**src/logic/prefetch_pkg.sv**
```systemverilog
////////////////////////////////////////
// Prefetch types
// Address and instruction word types, requester states and the
// address fetching starts from after reset
////////////////////////////////////////

package prefetch_pkg;

        // Byte address of one instruction word
        typedef logic [31:0] addr_t;

        // Raw instruction word as returned by memory
        typedef logic [31:0] instr_t;

        // Fetch requester states
        typedef enum logic [1:0] {
                FETCH_IDLE,
                FETCH_REQ,
                FETCH_WAIT,
                FETCH_DROP
        } fetch_state_e;

        localparam addr_t RESET_ADDR = 32'h0000_0000;
        localparam addr_t WORD_BYTES = 32'd4;

endpackage

```
**src/logic/tmr_pkg.sv**
```systemverilog
////////////////////////////////////////
// Redundancy types
// Lane count and per-lane mask for the triplicated logic
////////////////////////////////////////

package tmr_pkg;

        // Number of identical replicas
        localparam int unsigned NUM_LANES = 3;

        // One bit per replica
        typedef logic [NUM_LANES-1:0] lane_mask_t;

endpackage

```
**src/logic/breakage_monitor.sv**
```systemverilog
////////////////////////////////////////
// Breakage monitor
// Leaky error counter for one lane, sets a sticky broken flag
////////////////////////////////////////
`timescale 1ns/1ns

module breakage_monitor #(
        parameter int unsigned COUNT_BITS = 4,
        parameter int unsigned INCREMENT  = 3,
        parameter int unsigned DECREMENT  = 1,
        parameter int unsigned THRESHOLD  = 9
) (
        input  logic clk,
        input  logic rst_n_i,
        input  logic err_detected_i,
        input  logic set_broken_i,
        output logic is_broken_o
);
        localparam logic [COUNT_BITS:0] COUNT_MAX = {1'b0, {COUNT_BITS{1'b1}}};

        logic [COUNT_BITS-1:0] count_q, count_d;
        logic [COUNT_BITS:0]   count_up;
        logic                  broken_q;

        // Spare top bit shows the overflow before saturating
        assign count_up = {1'b0, count_q} + (COUNT_BITS+1)'(INCREMENT);

        always_comb begin
                if (err_detected_i) begin
                        count_d = (count_up > COUNT_MAX) ? COUNT_MAX[COUNT_BITS-1:0]
                                                         : count_up[COUNT_BITS-1:0];
                end else if (count_q > COUNT_BITS'(DECREMENT)) begin
                        count_d = count_q - COUNT_BITS'(DECREMENT);
                end else begin
                        count_d = '0;
                end
        end

        always_ff @(posedge clk or negedge rst_n_i) begin
                if (!rst_n_i) begin
                        count_q  <= '0;
                        broken_q <= 1'b0;
                end else begin
                        count_q <= count_d;
                        // Once broken the lane stays out until reset
                        if (set_broken_i || ({1'b0, count_q} >= (COUNT_BITS+1)'(THRESHOLD)))
                                broken_q <= 1'b1;
                end
        end

        assign is_broken_o = broken_q;

endmodule

```
**src/logic/fetch_requester.sv**
```systemverilog
////////////////////////////////////////
// Fetch requester
// Walks the instruction stream with one memory transaction in
// flight and hands returned words to the FIFO
////////////////////////////////////////
`timescale 1ns/1ns

module fetch_requester (
        input  logic                 clk,
        input  logic                 rst_n_i,
        input  logic                 req_i,
        input  logic                 branch_i,
        input  prefetch_pkg::addr_t  branch_addr_i,
        input  logic                 fifo_full_i,
        input  logic                 instr_gnt_i,
        input  logic                 instr_rvalid_i,
        input  prefetch_pkg::instr_t instr_rdata_i,
        output logic                 instr_req_o,
        output prefetch_pkg::addr_t  instr_addr_o,
        output logic                 push_o,
        output prefetch_pkg::instr_t push_data_o,
        output logic                 busy_o
);
        import prefetch_pkg::*;

        fetch_state_e state_q, state_d;
        addr_t        addr_q, addr_d;

        // Idle raises the request as soon as the FIFO has room,
        // FETCH_REQ holds it until the grant
        assign instr_req_o  = (state_q == FETCH_REQ) ||
                              (state_q == FETCH_IDLE && req_i && !fifo_full_i);
        assign instr_addr_o = addr_q;
        assign busy_o       = (state_q == FETCH_WAIT) || (state_q == FETCH_DROP);

        // Words answering a request from before a branch never reach the FIFO
        assign push_o       = (state_q == FETCH_WAIT) && instr_rvalid_i && !branch_i;
        assign push_data_o  = instr_rdata_i;

        always_comb begin
                state_d = state_q;
                addr_d  = addr_q;
                case (state_q)
                        FETCH_IDLE, FETCH_REQ: begin
                                if (instr_req_o && instr_gnt_i) begin
                                        // Granted in the branch cycle, so the word is stale
                                        state_d = branch_i ? FETCH_DROP : FETCH_WAIT;
                                end else if (instr_req_o) begin
                                        state_d = FETCH_REQ;
                                end
                        end
                        FETCH_WAIT: begin
                                if (instr_rvalid_i) begin
                                        state_d = FETCH_IDLE;
                                        addr_d  = addr_q + WORD_BYTES;
                                end else if (branch_i) begin
                                        state_d = FETCH_DROP;
                                end
                        end
                        FETCH_DROP: begin
                                if (instr_rvalid_i)
                                        state_d = FETCH_IDLE;
                        end
                        default: state_d = FETCH_IDLE;
                endcase

                // Branch target overrides the sequential address
                if (branch_i)
                        addr_d = branch_addr_i;
        end

        always_ff @(posedge clk or negedge rst_n_i) begin
                if (!rst_n_i) begin
                        state_q <= FETCH_IDLE;
                        addr_q  <= RESET_ADDR;
                end else begin
                        state_q <= state_d;
                        addr_q  <= addr_d;
                end
        end

endmodule

```
**src/logic/instr_fifo.sv**
```systemverilog
////////////////////////////////////////
// Instruction FIFO
// Circular buffer of fetched words, drained by the core and
// emptied on a branch
////////////////////////////////////////
`timescale 1ns/1ns

module instr_fifo #(
        parameter int unsigned FIFO_DEPTH = 4
) (
        input  logic                 clk,
        input  logic                 rst_n_i,
        input  logic                 push_i,
        input  prefetch_pkg::instr_t push_data_i,
        input  logic                 flush_i,
        input  logic                 fetch_ready_i,
        output logic                 fetch_valid_o,
        output prefetch_pkg::instr_t fetch_rdata_o,
        output logic                 full_o
);
        import prefetch_pkg::*;

        localparam int unsigned PTR_W = (FIFO_DEPTH > 1) ? $clog2(FIFO_DEPTH) : 1;
        localparam int unsigned CNT_W = $clog2(FIFO_DEPTH + 1);

        instr_t           mem_q [FIFO_DEPTH];
        logic [PTR_W-1:0] rd_ptr_q, wr_ptr_q;
        logic [CNT_W-1:0] count_q;
        logic             push, pop;

        // Pointer step with wrap for any depth
        function automatic logic [PTR_W-1:0] ptr_next(input logic [PTR_W-1:0] ptr);
                if (ptr == PTR_W'(FIFO_DEPTH - 1))
                        return '0;
                return ptr + 1'b1;
        endfunction

        assign fetch_valid_o = (count_q != '0);
        assign fetch_rdata_o = mem_q[rd_ptr_q];
        assign full_o        = (count_q == CNT_W'(FIFO_DEPTH));

        // A push in the flush cycle is dropped
        assign push = push_i && !flush_i && !full_o;
        assign pop  = fetch_ready_i && fetch_valid_o;

        always_ff @(posedge clk) begin
                if (push)
                        mem_q[wr_ptr_q] <= push_data_i;
        end

        always_ff @(posedge clk or negedge rst_n_i) begin
                if (!rst_n_i) begin
                        rd_ptr_q <= '0;
                        wr_ptr_q <= '0;
                        count_q  <= '0;
                end else if (flush_i) begin
                        rd_ptr_q <= '0;
                        wr_ptr_q <= '0;
                        count_q  <= '0;
                end else begin
                        if (push)
                                wr_ptr_q <= ptr_next(wr_ptr_q);
                        if (pop)
                                rd_ptr_q <= ptr_next(rd_ptr_q);
                        if (push && !pop)
                                count_q <= count_q + 1'b1;
                        else if (pop && !push)
                                count_q <= count_q - 1'b1;
                end
        end

endmodule

```
**src/logic/prefetch_buffer_tmr.sv**
```systemverilog
////////////////////////////////////////
// Triple redundant prefetch buffer
// Three fetch replicas merged by majority voters, with a
// breakage monitor retiring lanes that keep disagreeing
////////////////////////////////////////
`timescale 1ns/1ns

module prefetch_buffer_tmr #(
        parameter int unsigned FIFO_DEPTH = 4,
        parameter int unsigned COUNT_BITS = 4,
        parameter int unsigned INCREMENT  = 3,
        parameter int unsigned DECREMENT  = 1,
        parameter int unsigned THRESHOLD  = 9
) (
        input  logic                                          clk,
        input  logic                                          rst_n_i,
        input  logic [tmr_pkg::NUM_LANES-1:0]                 req_i,
        input  logic [tmr_pkg::NUM_LANES-1:0]                 branch_i,
        input  prefetch_pkg::addr_t [tmr_pkg::NUM_LANES-1:0]  branch_addr_i,
        input  logic [tmr_pkg::NUM_LANES-1:0]                 fetch_ready_i,
        input  logic [tmr_pkg::NUM_LANES-1:0]                 instr_gnt_i,
        input  prefetch_pkg::instr_t [tmr_pkg::NUM_LANES-1:0] instr_rdata_i,
        input  logic [tmr_pkg::NUM_LANES-1:0]                 instr_rvalid_i,
        input  tmr_pkg::lane_mask_t                           set_broken_i,
        output logic                                          fetch_valid_o,
        output prefetch_pkg::instr_t                          fetch_rdata_o,
        output logic                                          instr_req_o,
        output prefetch_pkg::addr_t                           instr_addr_o,
        output logic                                          busy_o,
        output tmr_pkg::lane_mask_t                           is_broken_o,
        output logic                                          err_detected_o,
        output logic                                          err_corrected_o
);
        import prefetch_pkg::*;
        import tmr_pkg::*;

        // Replica outputs before voting
        logic [NUM_LANES-1:0]   lane_valid, lane_req, lane_busy;
        instr_t [NUM_LANES-1:0] lane_rdata;
        addr_t [NUM_LANES-1:0]  lane_addr;

        // Mismatch masks, one per voter
        lane_mask_t valid_err, rdata_err, req_err, addr_err, busy_err;
        lane_mask_t lane_err;
        logic [4:0] voter_detected, voter_corrected;

        ////////////////////////////////////////
        // Replicas and their monitors
        ////////////////////////////////////////

        for (genvar k = 0; k < NUM_LANES; k++) begin : g_lane
                logic   push;
                instr_t push_data;
                logic   fifo_full;

                fetch_requester i_fetch_requester (
                        .clk            (clk),
                        .rst_n_i        (rst_n_i),
                        .req_i          (req_i[k]),
                        .branch_i       (branch_i[k]),
                        .branch_addr_i  (branch_addr_i[k]),
                        .fifo_full_i    (fifo_full),
                        .instr_gnt_i    (instr_gnt_i[k]),
                        .instr_rvalid_i (instr_rvalid_i[k]),
                        .instr_rdata_i  (instr_rdata_i[k]),
                        .instr_req_o    (lane_req[k]),
                        .instr_addr_o   (lane_addr[k]),
                        .push_o         (push),
                        .push_data_o    (push_data),
                        .busy_o         (lane_busy[k])
                );

                instr_fifo #(
                        .FIFO_DEPTH (FIFO_DEPTH)
                ) i_instr_fifo (
                        .clk           (clk),
                        .rst_n_i       (rst_n_i),
                        .push_i        (push),
                        .push_data_i   (push_data),
                        .flush_i       (branch_i[k]),
                        .fetch_ready_i (fetch_ready_i[k]),
                        .fetch_valid_o (lane_valid[k]),
                        .fetch_rdata_o (lane_rdata[k]),
                        .full_o        (fifo_full)
                );

                breakage_monitor #(
                        .COUNT_BITS (COUNT_BITS),
                        .INCREMENT  (INCREMENT),
                        .DECREMENT  (DECREMENT),
                        .THRESHOLD  (THRESHOLD)
                ) i_breakage_monitor (
                        .clk            (clk),
                        .rst_n_i        (rst_n_i),
                        .err_detected_i (lane_err[k]),
                        .set_broken_i   (set_broken_i[k]),
                        .is_broken_o    (is_broken_o[k])
                );
        end

        // A lane is at fault if any of its five outputs was outvoted
        assign lane_err = valid_err | rdata_err | req_err | addr_err | busy_err;

        ////////////////////////////////////////
        // Voters
        ////////////////////////////////////////

        tmr_voter #(.WIDTH(1)) i_vote_fetch_valid (
                .to_vote_i       (lane_valid),
                .broken_i        (is_broken_o),
                .voted_o         (fetch_valid_o),
                .block_err_o     (valid_err),
                .err_detected_o  (voter_detected[0]),
                .err_corrected_o (voter_corrected[0])
        );

        tmr_voter #(.WIDTH($bits(instr_t))) i_vote_fetch_rdata (
                .to_vote_i       (lane_rdata),
                .broken_i        (is_broken_o),
                .voted_o         (fetch_rdata_o),
                .block_err_o     (rdata_err),
                .err_detected_o  (voter_detected[1]),
                .err_corrected_o (voter_corrected[1])
        );

        tmr_voter #(.WIDTH(1)) i_vote_instr_req (
                .to_vote_i       (lane_req),
                .broken_i        (is_broken_o),
                .voted_o         (instr_req_o),
                .block_err_o     (req_err),
                .err_detected_o  (voter_detected[2]),
                .err_corrected_o (voter_corrected[2])
        );

        tmr_voter #(.WIDTH($bits(addr_t))) i_vote_instr_addr (
                .to_vote_i       (lane_addr),
                .broken_i        (is_broken_o),
                .voted_o         (instr_addr_o),
                .block_err_o     (addr_err),
                .err_detected_o  (voter_detected[3]),
                .err_corrected_o (voter_corrected[3])
        );

        tmr_voter #(.WIDTH(1)) i_vote_busy (
                .to_vote_i       (lane_busy),
                .broken_i        (is_broken_o),
                .voted_o         (busy_o),
                .block_err_o     (busy_err),
                .err_detected_o  (voter_detected[4]),
                .err_corrected_o (voter_corrected[4])
        );

        assign err_detected_o  = |voter_detected;
        assign err_corrected_o = |voter_corrected;

endmodule

```
**src/logic/tmr_voter.sv**
```systemverilog
////////////////////////////////////////
// TMR voter
// Majority vote over the healthy lanes with a per-lane
// mismatch mask for the breakage monitors
////////////////////////////////////////
`timescale 1ns/1ns

module tmr_voter #(
        parameter int unsigned WIDTH = 1
) (
        input  logic [tmr_pkg::NUM_LANES-1:0][WIDTH-1:0] to_vote_i,
        input  tmr_pkg::lane_mask_t                      broken_i,
        output logic [WIDTH-1:0]                         voted_o,
        output tmr_pkg::lane_mask_t                      block_err_o,
        output logic                                     err_detected_o,
        output logic                                     err_corrected_o
);
        import tmr_pkg::*;

        lane_mask_t       healthy;
        logic [WIDTH-1:0] majority;
        int unsigned      lo_lane, hi_lane;

        assign healthy  = ~broken_i;
        assign majority = (to_vote_i[0] & to_vote_i[1]) |
                          (to_vote_i[0] & to_vote_i[2]) |
                          (to_vote_i[1] & to_vote_i[2]);

        // Lowest and highest healthy lane, lane 0 if none is left
        always_comb begin
                lo_lane = 0;
                hi_lane = 0;
                for (int k = NUM_LANES - 1; k >= 0; k--) begin
                        if (healthy[k])
                                lo_lane = k;
                end
                for (int k = 0; k < NUM_LANES; k++) begin
                        if (healthy[k])
                                hi_lane = k;
                end
        end

        always_comb begin
                voted_o         = to_vote_i[lo_lane];
                block_err_o     = '0;
                err_detected_o  = 1'b0;
                err_corrected_o = 1'b0;
                case ($countones(healthy))
                        NUM_LANES: begin
                                voted_o = majority;
                                for (int k = 0; k < NUM_LANES; k++) begin
                                        block_err_o[k] = (to_vote_i[k] != majority);
                                end
                                err_detected_o  = |block_err_o;
                                err_corrected_o = ($countones(block_err_o) == 1);
                        end
                        2: begin
                                // Two lanes cannot outvote each other, only detect
                                err_detected_o = (to_vote_i[lo_lane] != to_vote_i[hi_lane]);
                        end
                        default: ;
                endcase
        end

endmodule

```
**config.mk**
```make
export PLATFORM = sky130hd
export DESIGN_NAME = prefetch_buffer_tmr
export DESIGN_NICKNAME = d
export VERILOG_FILES = /design/src/logic/prefetch_pkg.sv /design/src/logic/tmr_pkg.sv /design/src/logic/breakage_monitor.sv /design/src/logic/fetch_requester.sv /design/src/logic/instr_fifo.sv /design/src/logic/prefetch_buffer_tmr.sv /design/src/logic/tmr_voter.sv
export SDC_FILE = /design/constraint.sdc
export NUM_CORES = 1
export LEC_CHECK = 0
export ABC_CLOCK_PERIOD_IN_PS = 4900
export CAP_MARGIN = 20
export CELL_PAD_IN_SITES_DETAIL_PLACEMENT = 0
export CELL_PAD_IN_SITES_GLOBAL_PLACEMENT = 1
export CORE_MARGIN = 2
export CORE_UTILIZATION = 40
export DETAILED_ROUTE_END_ITERATION = 12
export DONT_BUFFER_PORTS = 1
export PLACE_DENSITY_LB_ADDON = 0.25
export SLEW_MARGIN = 20
export SYNTH_ARGS = -nofsm -noshare
export SYNTH_HDL_FRONTEND = slang
export SYNTH_HIERARCHICAL = 1
export SYNTH_SLANG_ARGS = --single-unit
```
**constraint.sdc**
```tcl
create_clock -name clk -period 4.9 [get_ports clk]
set_clock_uncertainty 0.2 [all_clocks]
set_input_delay 0.245 -clock clk [delete_from_list [all_inputs] [get_ports clk]]
set_output_delay 0.245 -clock clk [all_outputs]
set_load 0.01 [all_outputs]
```
==> impl_metrics.tcl, run 1 <==
set metrics [dict create \
    status "finished with violations" \
    violations "hold timing" \
    syn-cell-area_mm2 0.03395 \
    cts.sinks 522 \
    wl_per_cell_um 25.81 \
    place_hpwl_um 85730 \
    cpPeakStageDelay_ns 0.57 \
    dp_slack_ns -0.04631 \
    htreeDepth 2 \
    max-slew-margin-rel_pct 30.03 \
    portBuffers 0 \
    drive_gt1_share_pct 14.36 \
    finalSetupViolations 0 \
    clk_latency_ns 0.65 \
    ff2ff_path_depth 14 \
    numCtsBuffers 58 \
    ctsRootBufferMaster "clkbuf_16" \
    ys_seq_area_share_pct 44.14 \
    seq_power_share_pct 35.9 \
    dr.pass1.iters 6 \
    start_util_pct 40.50 \
    num_rows 106 \
    finalWorstSetupSlack_ns 0.1253 \
    start_kind "flop" \
    synth_cell_types 106 \
    hp-class "in2reg" \
    synthFlopType "edfxtp_1" \
    r2r-end "g_lane[1].i_breakage_monitor/count_q[0]" \
    critPathMaxFanout 7 \
    pwr_density_cell_mw_per_mm2 394.1 \
    finalHoldViolations 1 \
    slowest_stage "mux4_2" \
    finalPower_uw 15410 \
    setup_tns_ns 0 \
    critPathLaunch "g_lane[0].i_instr_fifo/rd_ptr_q[0]" \
    die_w_um 295.3 \
    crit_chain "buf_4, mux4_2, buf_4, mux2_2, mux2i_1, o211ai_1, a211oi_1, and4bb_1, nand4_1, o211a_1, nor3_1, nand2_1, buf_4" \
    min_period_ns 4.775 \
    cpMostUsedCell "buf_4" \
    place_congestion 0.9462 \
    timing.rr.start "g_lane[0].i_instr_fifo/rd_ptr_q[0]" \
    cts_tree "built" \
    criticalPathCategory "reg2out" \
    critical_path.endpoint "err_detected_o" \
    combPwrFrac_pct 35.6 \
    core-area_mm2 0.08382 \
    dieArea_mm2 0.08722 \
    grt_pass1_vias 25827 \
    ir_drop_mv 0.3659 \
    n_fill_cell 7653 \
    avgSynthCellArea_um2 10.48 \
    via_count 27053 \
    synth_seq_cells 522 \
    report.final.slew_viol_count 0 \
    boundaryPins 284 \
    grt_max_degree 139 \
    p_int_uw 9869 \
    max_freq_ghz 0.2094 \
    switching_power_uw 5544 \
    yosysWarnings 6 \
    path_clk_slew_ns 0.06 \
    wl_um 116500 \
    rrSetupSlack_ns 0.64 \
    finalInstanceArea_mm2 0.03911 \
    clkPwrFrac_pct 28.4 \
    via_per_inst 5.994 \
    power_leakage_uw 0.01417 \
    async_flop_share_pct 26.44 \
    whs_ns -0.004111 \
    worstPathArrival_ns 4.33 \
    drc_errors 0 \
    nNetsFinal 3598 \
    worstPathRequired_ns 4.45 \
    synth_edf_count 384 \
    track_usage_pct 26.24 \
    max_cap_viol_count 0 \
    postRouteAntennaNets 0 \
    syn2layout_area_growth_pct 15.18 \
    grt_pass1_wl_um 170000 \
    cp-end-kind "output pin" \
    tightest_slew_ns 1.048 \
    die_h_um 295.3 \
    drt_iter0_drc 2558 \
    switching_share_pct 35.97 \
    syn_nets 3516 \
    clockBufferDepth 3 \
    netlist_instances 3241 \
    antenna_found_initial 17 \
    finalCritPeriodShare_pct 97.44 \
    grt.overflow.total 0 \
    placed_area_mm2 0.03427 \
]
[area by class of cell]
cell class | instances | area [um2] | share of cell area [%]
clock inverters | 43 | 436.7 | 1.117
inverters | 98 | 367.9 | 0.9407
well taps | 1134 | 1419 | 3.628
flip-flops and latches | 522 | 15000 | 38.35
repair buffers | 357 | 3493 | 8.933
clock buffers | 65 | 1509 | 3.859
diodes | 8 | 20.02 | 0.05119
multi-input cells | 2286 | 16860 | 43.12
[stage by stage]
| stage | instances | util, % |
|---|---|---|
| finish | 4513 | 46.65 |
| global route | 4509 | 46.64 |
| CTS | 4480 | 46.27 |
| detailed placement | 4128 | 40.88 |
| global placement | 4128 | 40.88 |
| floorplan | 3241 | - |
[power groups by stage]
stage | registers (uW) | logic, uW | clock network (uW)
after CTS | 5520 | 5290 | 4490
after detailed placement | 5640 | 4790 | 0
after floorplan | 5330 | 3660 | 0
after global placement | 5620 | 4690 | 0
final | 5530 | 5490 | 4390
after global routing | 5570 | 5930 | 4670
[kinds of logic after synthesis]
group           after synthesis  synth area share [%]
compound gates              747                 14.14
xor+xnor                     85                 2.193
fa+ha+maj                    63                 2.543
buf+inv                     433                 6.752
flops                       522                 44.14
mux                         252                 11.05
simple gates               1139                 19.18
[worst max-delay path: cells and delay by family (launching register included)]
kind                   cells  cell delay, ns
AO/OA/AOI/OAI              3            0.89
buffers and inverters      3            0.56
flip-flops                 1            0.40
multiplexers               3            1.00
AND/OR/NAND/NOR            4            0.82
[metal layers]
layer	vias up	track usage, %	wire length, um
li1	12384	-	-
met1	13444	33.53	47280
met2	988	44.26	56030
met3	219	4.450	8060
met4	18	10.49	5013
met5	-	0	110
[synth_stat cells, drive strengths merged, types with 36 or more instances]
cell type	number	area [um2]
or3	36	237.7
edfxtp	384	11530
nand2	196	738.2
nor2b	45	281.5
mux2i	137	1371
nand4	54	356.6
nor2	244	915.9
o31ai	39	320.3
nand3	123	620.6
buf	186	1334
nor4	57	362.8
xnor2	56	490.5
mux4	96	2162
a21oi	179	922.1
dfrtp	138	3453
nor3b	48	404.1
o21ai	185	929.7
a31oi	94	609.3
inv	97	364.1
ha	53	663.1
clkbuf	146	564.3
or4	47	367.9
nand3b	54	420.4
nand2b	58	362.9
[registers in the layout, indices dropped and copies added (netlist names)]
register,count
g_lane.i_instr_fifo/wr_ptr_q,6
g_lane.i_instr_fifo/rd_ptr_q,6
g_lane.i_fetch_requester/instr_addr_o,96
g_lane.i_instr_fifo/mem_q,384
g_lane.i_breakage_monitor/count_q,12
g_lane.i_instr_fifo/count_q,9
g_lane.i_fetch_requester/state_q,6
g_lane.i_breakage_monitor/is_broken_o,3
[worst min-delay path by stage]
stage	cells after the start	to	startpoint	slack, ns
finish	2	g_lane[1].i_fetch_requester/state_q[0]	req_i[1]	-0.004
global route	2	g_lane[1].i_fetch_requester/state_q[0]	req_i[1]	0.01
CTS	2	g_lane[1].i_fetch_requester/state_q[0]	req_i[1]	0.02
detailed placement	0	g_lane[1].i_fetch_requester/instr_addr_o[24]	rst_n_i	-0.24
global placement	0	g_lane[1].i_fetch_requester/instr_addr_o[24]	rst_n_i	-0.24
floorplan	0	g_lane[0].i_breakage_monitor/count_q[0]	rst_n_i	-0.25
[cell usage in the layout (no fill, tap or decap), drive strengths merged, types with 33 or more instances in the layout]
cell type    count
edfxtp         384
nor2           244
dlygate4sd3    218
nand2          196
o21ai          185
a21oi          179
dfrtp          138
buf            138
mux2i          137
nand3          123
inv            100
mux4            96
a31oi           94
clkbuf          65
nand2b          58
nor4            57
xnor2           56
nand4           54
nand3b          54
ha              53
nor3b           48
or4             47
nor2b           45
o31ai           39
or3             36
nor3            35
a211oi          35
and3b           34
o22ai           33
[repair_timing]
action,in CTS,in global routing
setup endpoints to repair,2,2
cloned,1,0
gates resized for setup,20,19
setup buffers,21,29
endpoints found under the hold margin,648,0
pin swaps,3,7
hold buffers,222,0
Note: power is estimated with default switching activity, not from simulation.
==> run 2: changes to the inputs <==
Settings changed: CORE_ASPECT_RATIO set to 1.75.
==> impl_metrics.tcl, run 2 (synthesized netlist as in run 1, its figures left out) <==
set metrics [dict create \
    ctsRootBufferMaster "clkbuf_16" \
    max-slew-margin-rel_pct 32.13 \
    switching_share_pct 37.63 \
    ir_drop_mv 0.3820 \
    status "completed" \
    r2r-end "g_lane[0].i_breakage_monitor/count_q[0]" \
    core-area_mm2 0.08433 \
    portBuffers 0 \
    cts.sinks 522 \
    report.final.slew_viol_count 0 \
    finalSetupViolations 0 \
    wl_um 130000 \
    ff2ff_path_depth 16 \
    syn2layout_area_growth_pct 14.94 \
    dr.pass1.iters 6 \
    criticalPathCategory "reg2out" \
    power_leakage_uw 0.01417 \
    min_period_ns 4.750 \
    grt_pass1_vias 26864 \
    max_cap_viol_count 0 \
    die_w_um 224.2 \
    finalPower_uw 15320 \
    switching_power_uw 5764 \
    cpMostUsedCell "buf_4" \
    finalHoldViolations 0 \
    rsz0062_at_grt "yes" \
    crit_chain "buf_4, buf_4, mux4_2, buf_4, a21o_1, a2bb2o_1, a211oi_2, and4_1, and4_4, inv_1, fa_1, nor3b_1, nor3_1, nand2_2" \
    rrSetupSlack_ns 0.67 \
    combPwrFrac_pct 37.7 \
    max_freq_ghz 0.2105 \
    timing.rr.start "g_lane[2].i_instr_fifo/rd_ptr_q[0]" \
    worstPathRequired_ns 4.45 \
    htreeDepth 2 \
    grt.met3_usage_pct 4.713 \
    tightest_slew_ns 1.018 \
    seq_power_share_pct 36.5 \
    whs_ns 0.06598 \
    grt.overflow.total 0 \
    busiest_layer "met2" \
    largest_register_ffs 384 \
    final_cell_mix "edfxtp_1, nor2_1, dlygate4sd3_1, nand2_1, a21oi_1" \
    place_congestion 1.025 \
    clockBufferDepth 3 \
    die_h_um 389.4 \
    nNetsFinal 3623 \
    p_int_uw 9553 \
    use_met2_pct 52.85 \
    finalCritPeriodShare_pct 96.94 \
    drc_errors 0 \
    pwr_density_cell_mw_per_mm2 392.5 \
    boundaryPins 284 \
    antenna_found_initial 6 \
    via_per_inst 6.091 \
    grt_max_degree 139 \
    layout_commonest_cell "edfxtp_1" \
    drt_iter0_drc 2276 \
    numCtsBuffers 50 \
    grt_pass1_wl_um 184800 \
    path_clk_slew_ns 0.06 \
    start_kind "flop" \
    track_usage_pct 29.34 \
    clk_latency_ns 0.64 \
    num_rows 141 \
    regMostFlops "g_lane.i_instr_fifo/mem_q" \
    wl_per_cell_um 29.10 \
    use_met1_pct 30.01 \
    cp-end-kind "output pin" \
    critPathMaxFanout 6 \
    place_hpwl_um 97490 \
    postRouteAntennaNets 0 \
    via_count 27216 \
    cts_tree "built" \
    worstPathArrival_ns 4.31 \
    clkPwrFrac_pct 25.8 \
    cpPeakStageDelay_ns 0.54 \
    slowest_stage "dfrtp_4" \
    drive_gt1_share_pct 15.05 \
    dieArea_mm2 0.08731 \
    hp-class "in2async" \
    start_util_pct 40.26 \
]
run 2: cell types whose count changed in the layout (fill, tap and decap cells not counted), sizes merged:
cell	previous run	this run
bufbuf	1	0
clkinv	30	22
buf	138	171
clkbuf	65	60
clkinvlp	5	3
bufinv	6	4
inv	100	102
run 2: timing repair:
item	in CTS	in global routing
endpoints found under the hold margin	648	0
pin swaps	2	15
hold buffers	222	0
setup buffers	14	42
gates resized for setup	26	45
endpoints found under the setup margin	2	2
run 2: cell type report:
type                       count  area, um2
clock inverter                33      310.3
timing repair buffer         390       3735
multi-input combinational   2286      16910
tap                         1072       1341
sequential                   522      15020
inverter                      98      371.6
clock buffer                  59       1316
antenna                        8      20.02
fill                        7740      45300
run 2: worst max-delay path: cells and delay by family, from the launching register on:
family | cells | cell delay [ns]
buffers and inverters | 4 | 0.56
AOI/OAI and AO/OA | 3 | 0.74
and+or+nand+nor | 5 | 0.98
adders and majority gates | 1 | 0.43
muxes | 1 | 0.42
DFF | 1 | 0.54
run 2: worst max path at each step:
stage	cells after the start	startpoint	slack, ns	end
final	14	g_lane[2].i_instr_fifo/rd_ptr_q[0]	0.15	err_corrected_o
after global routing	14	g_lane[2].i_instr_fifo/rd_ptr_q[0]	-0.02	err_corrected_o
after CTS	14	g_lane[0].i_instr_fifo/rd_ptr_q[0]	-0.006	err_corrected_o
after detailed placement	14	g_lane[0].i_instr_fifo/rd_ptr_q[0]	0.07	err_corrected_o
after global placement	14	g_lane[0].i_instr_fifo/rd_ptr_q[0]	-0.001	err_corrected_o
after floorplan	14	g_lane[0].i_instr_fifo/rd_ptr_q[0]	0.89	err_corrected_o
run 2: stage by stage:
stage | util [%] | cell area (um2) | setup WS, ns | cells | setup TNS, ns
global route | 46.26 | 39010 | -0.02132 | 4463 | -0.02132
CTS | 45.65 | 38500 | -0.006162 | 4418 | -0.006162
detailed placement | 40.73 | 34350 | 0.06818 | 4090 | 0
floorplan | - | 33950 | 0.8888 | 3241 | 0
finish | 46.28 | 39020 | 0.1499 | 4468 | 0
global placement | 40.73 | 34350 | -0.0009979 | 4090 | -0.0009979
run 2: power by group through the flow:
stage	clock [uW]	combinational [uW]	sequential, uW
2_1_floorplan	0	3660	5330
3_3_place_gp	0	4930	5670
3_5_place_dp	0	5020	5690
4_1_cts	4050	5480	5570
5_1_grt	4190	6190	5620
6_report	3950	5780	5590
run 2: layer usage:
metal / routed length [um] / vias up
met5: 29 / -
met2: 66770 / 1036
li1: - / 12404
met3: 7046 / 308
met1: 43720 / 13464
met4: 12450 / 4
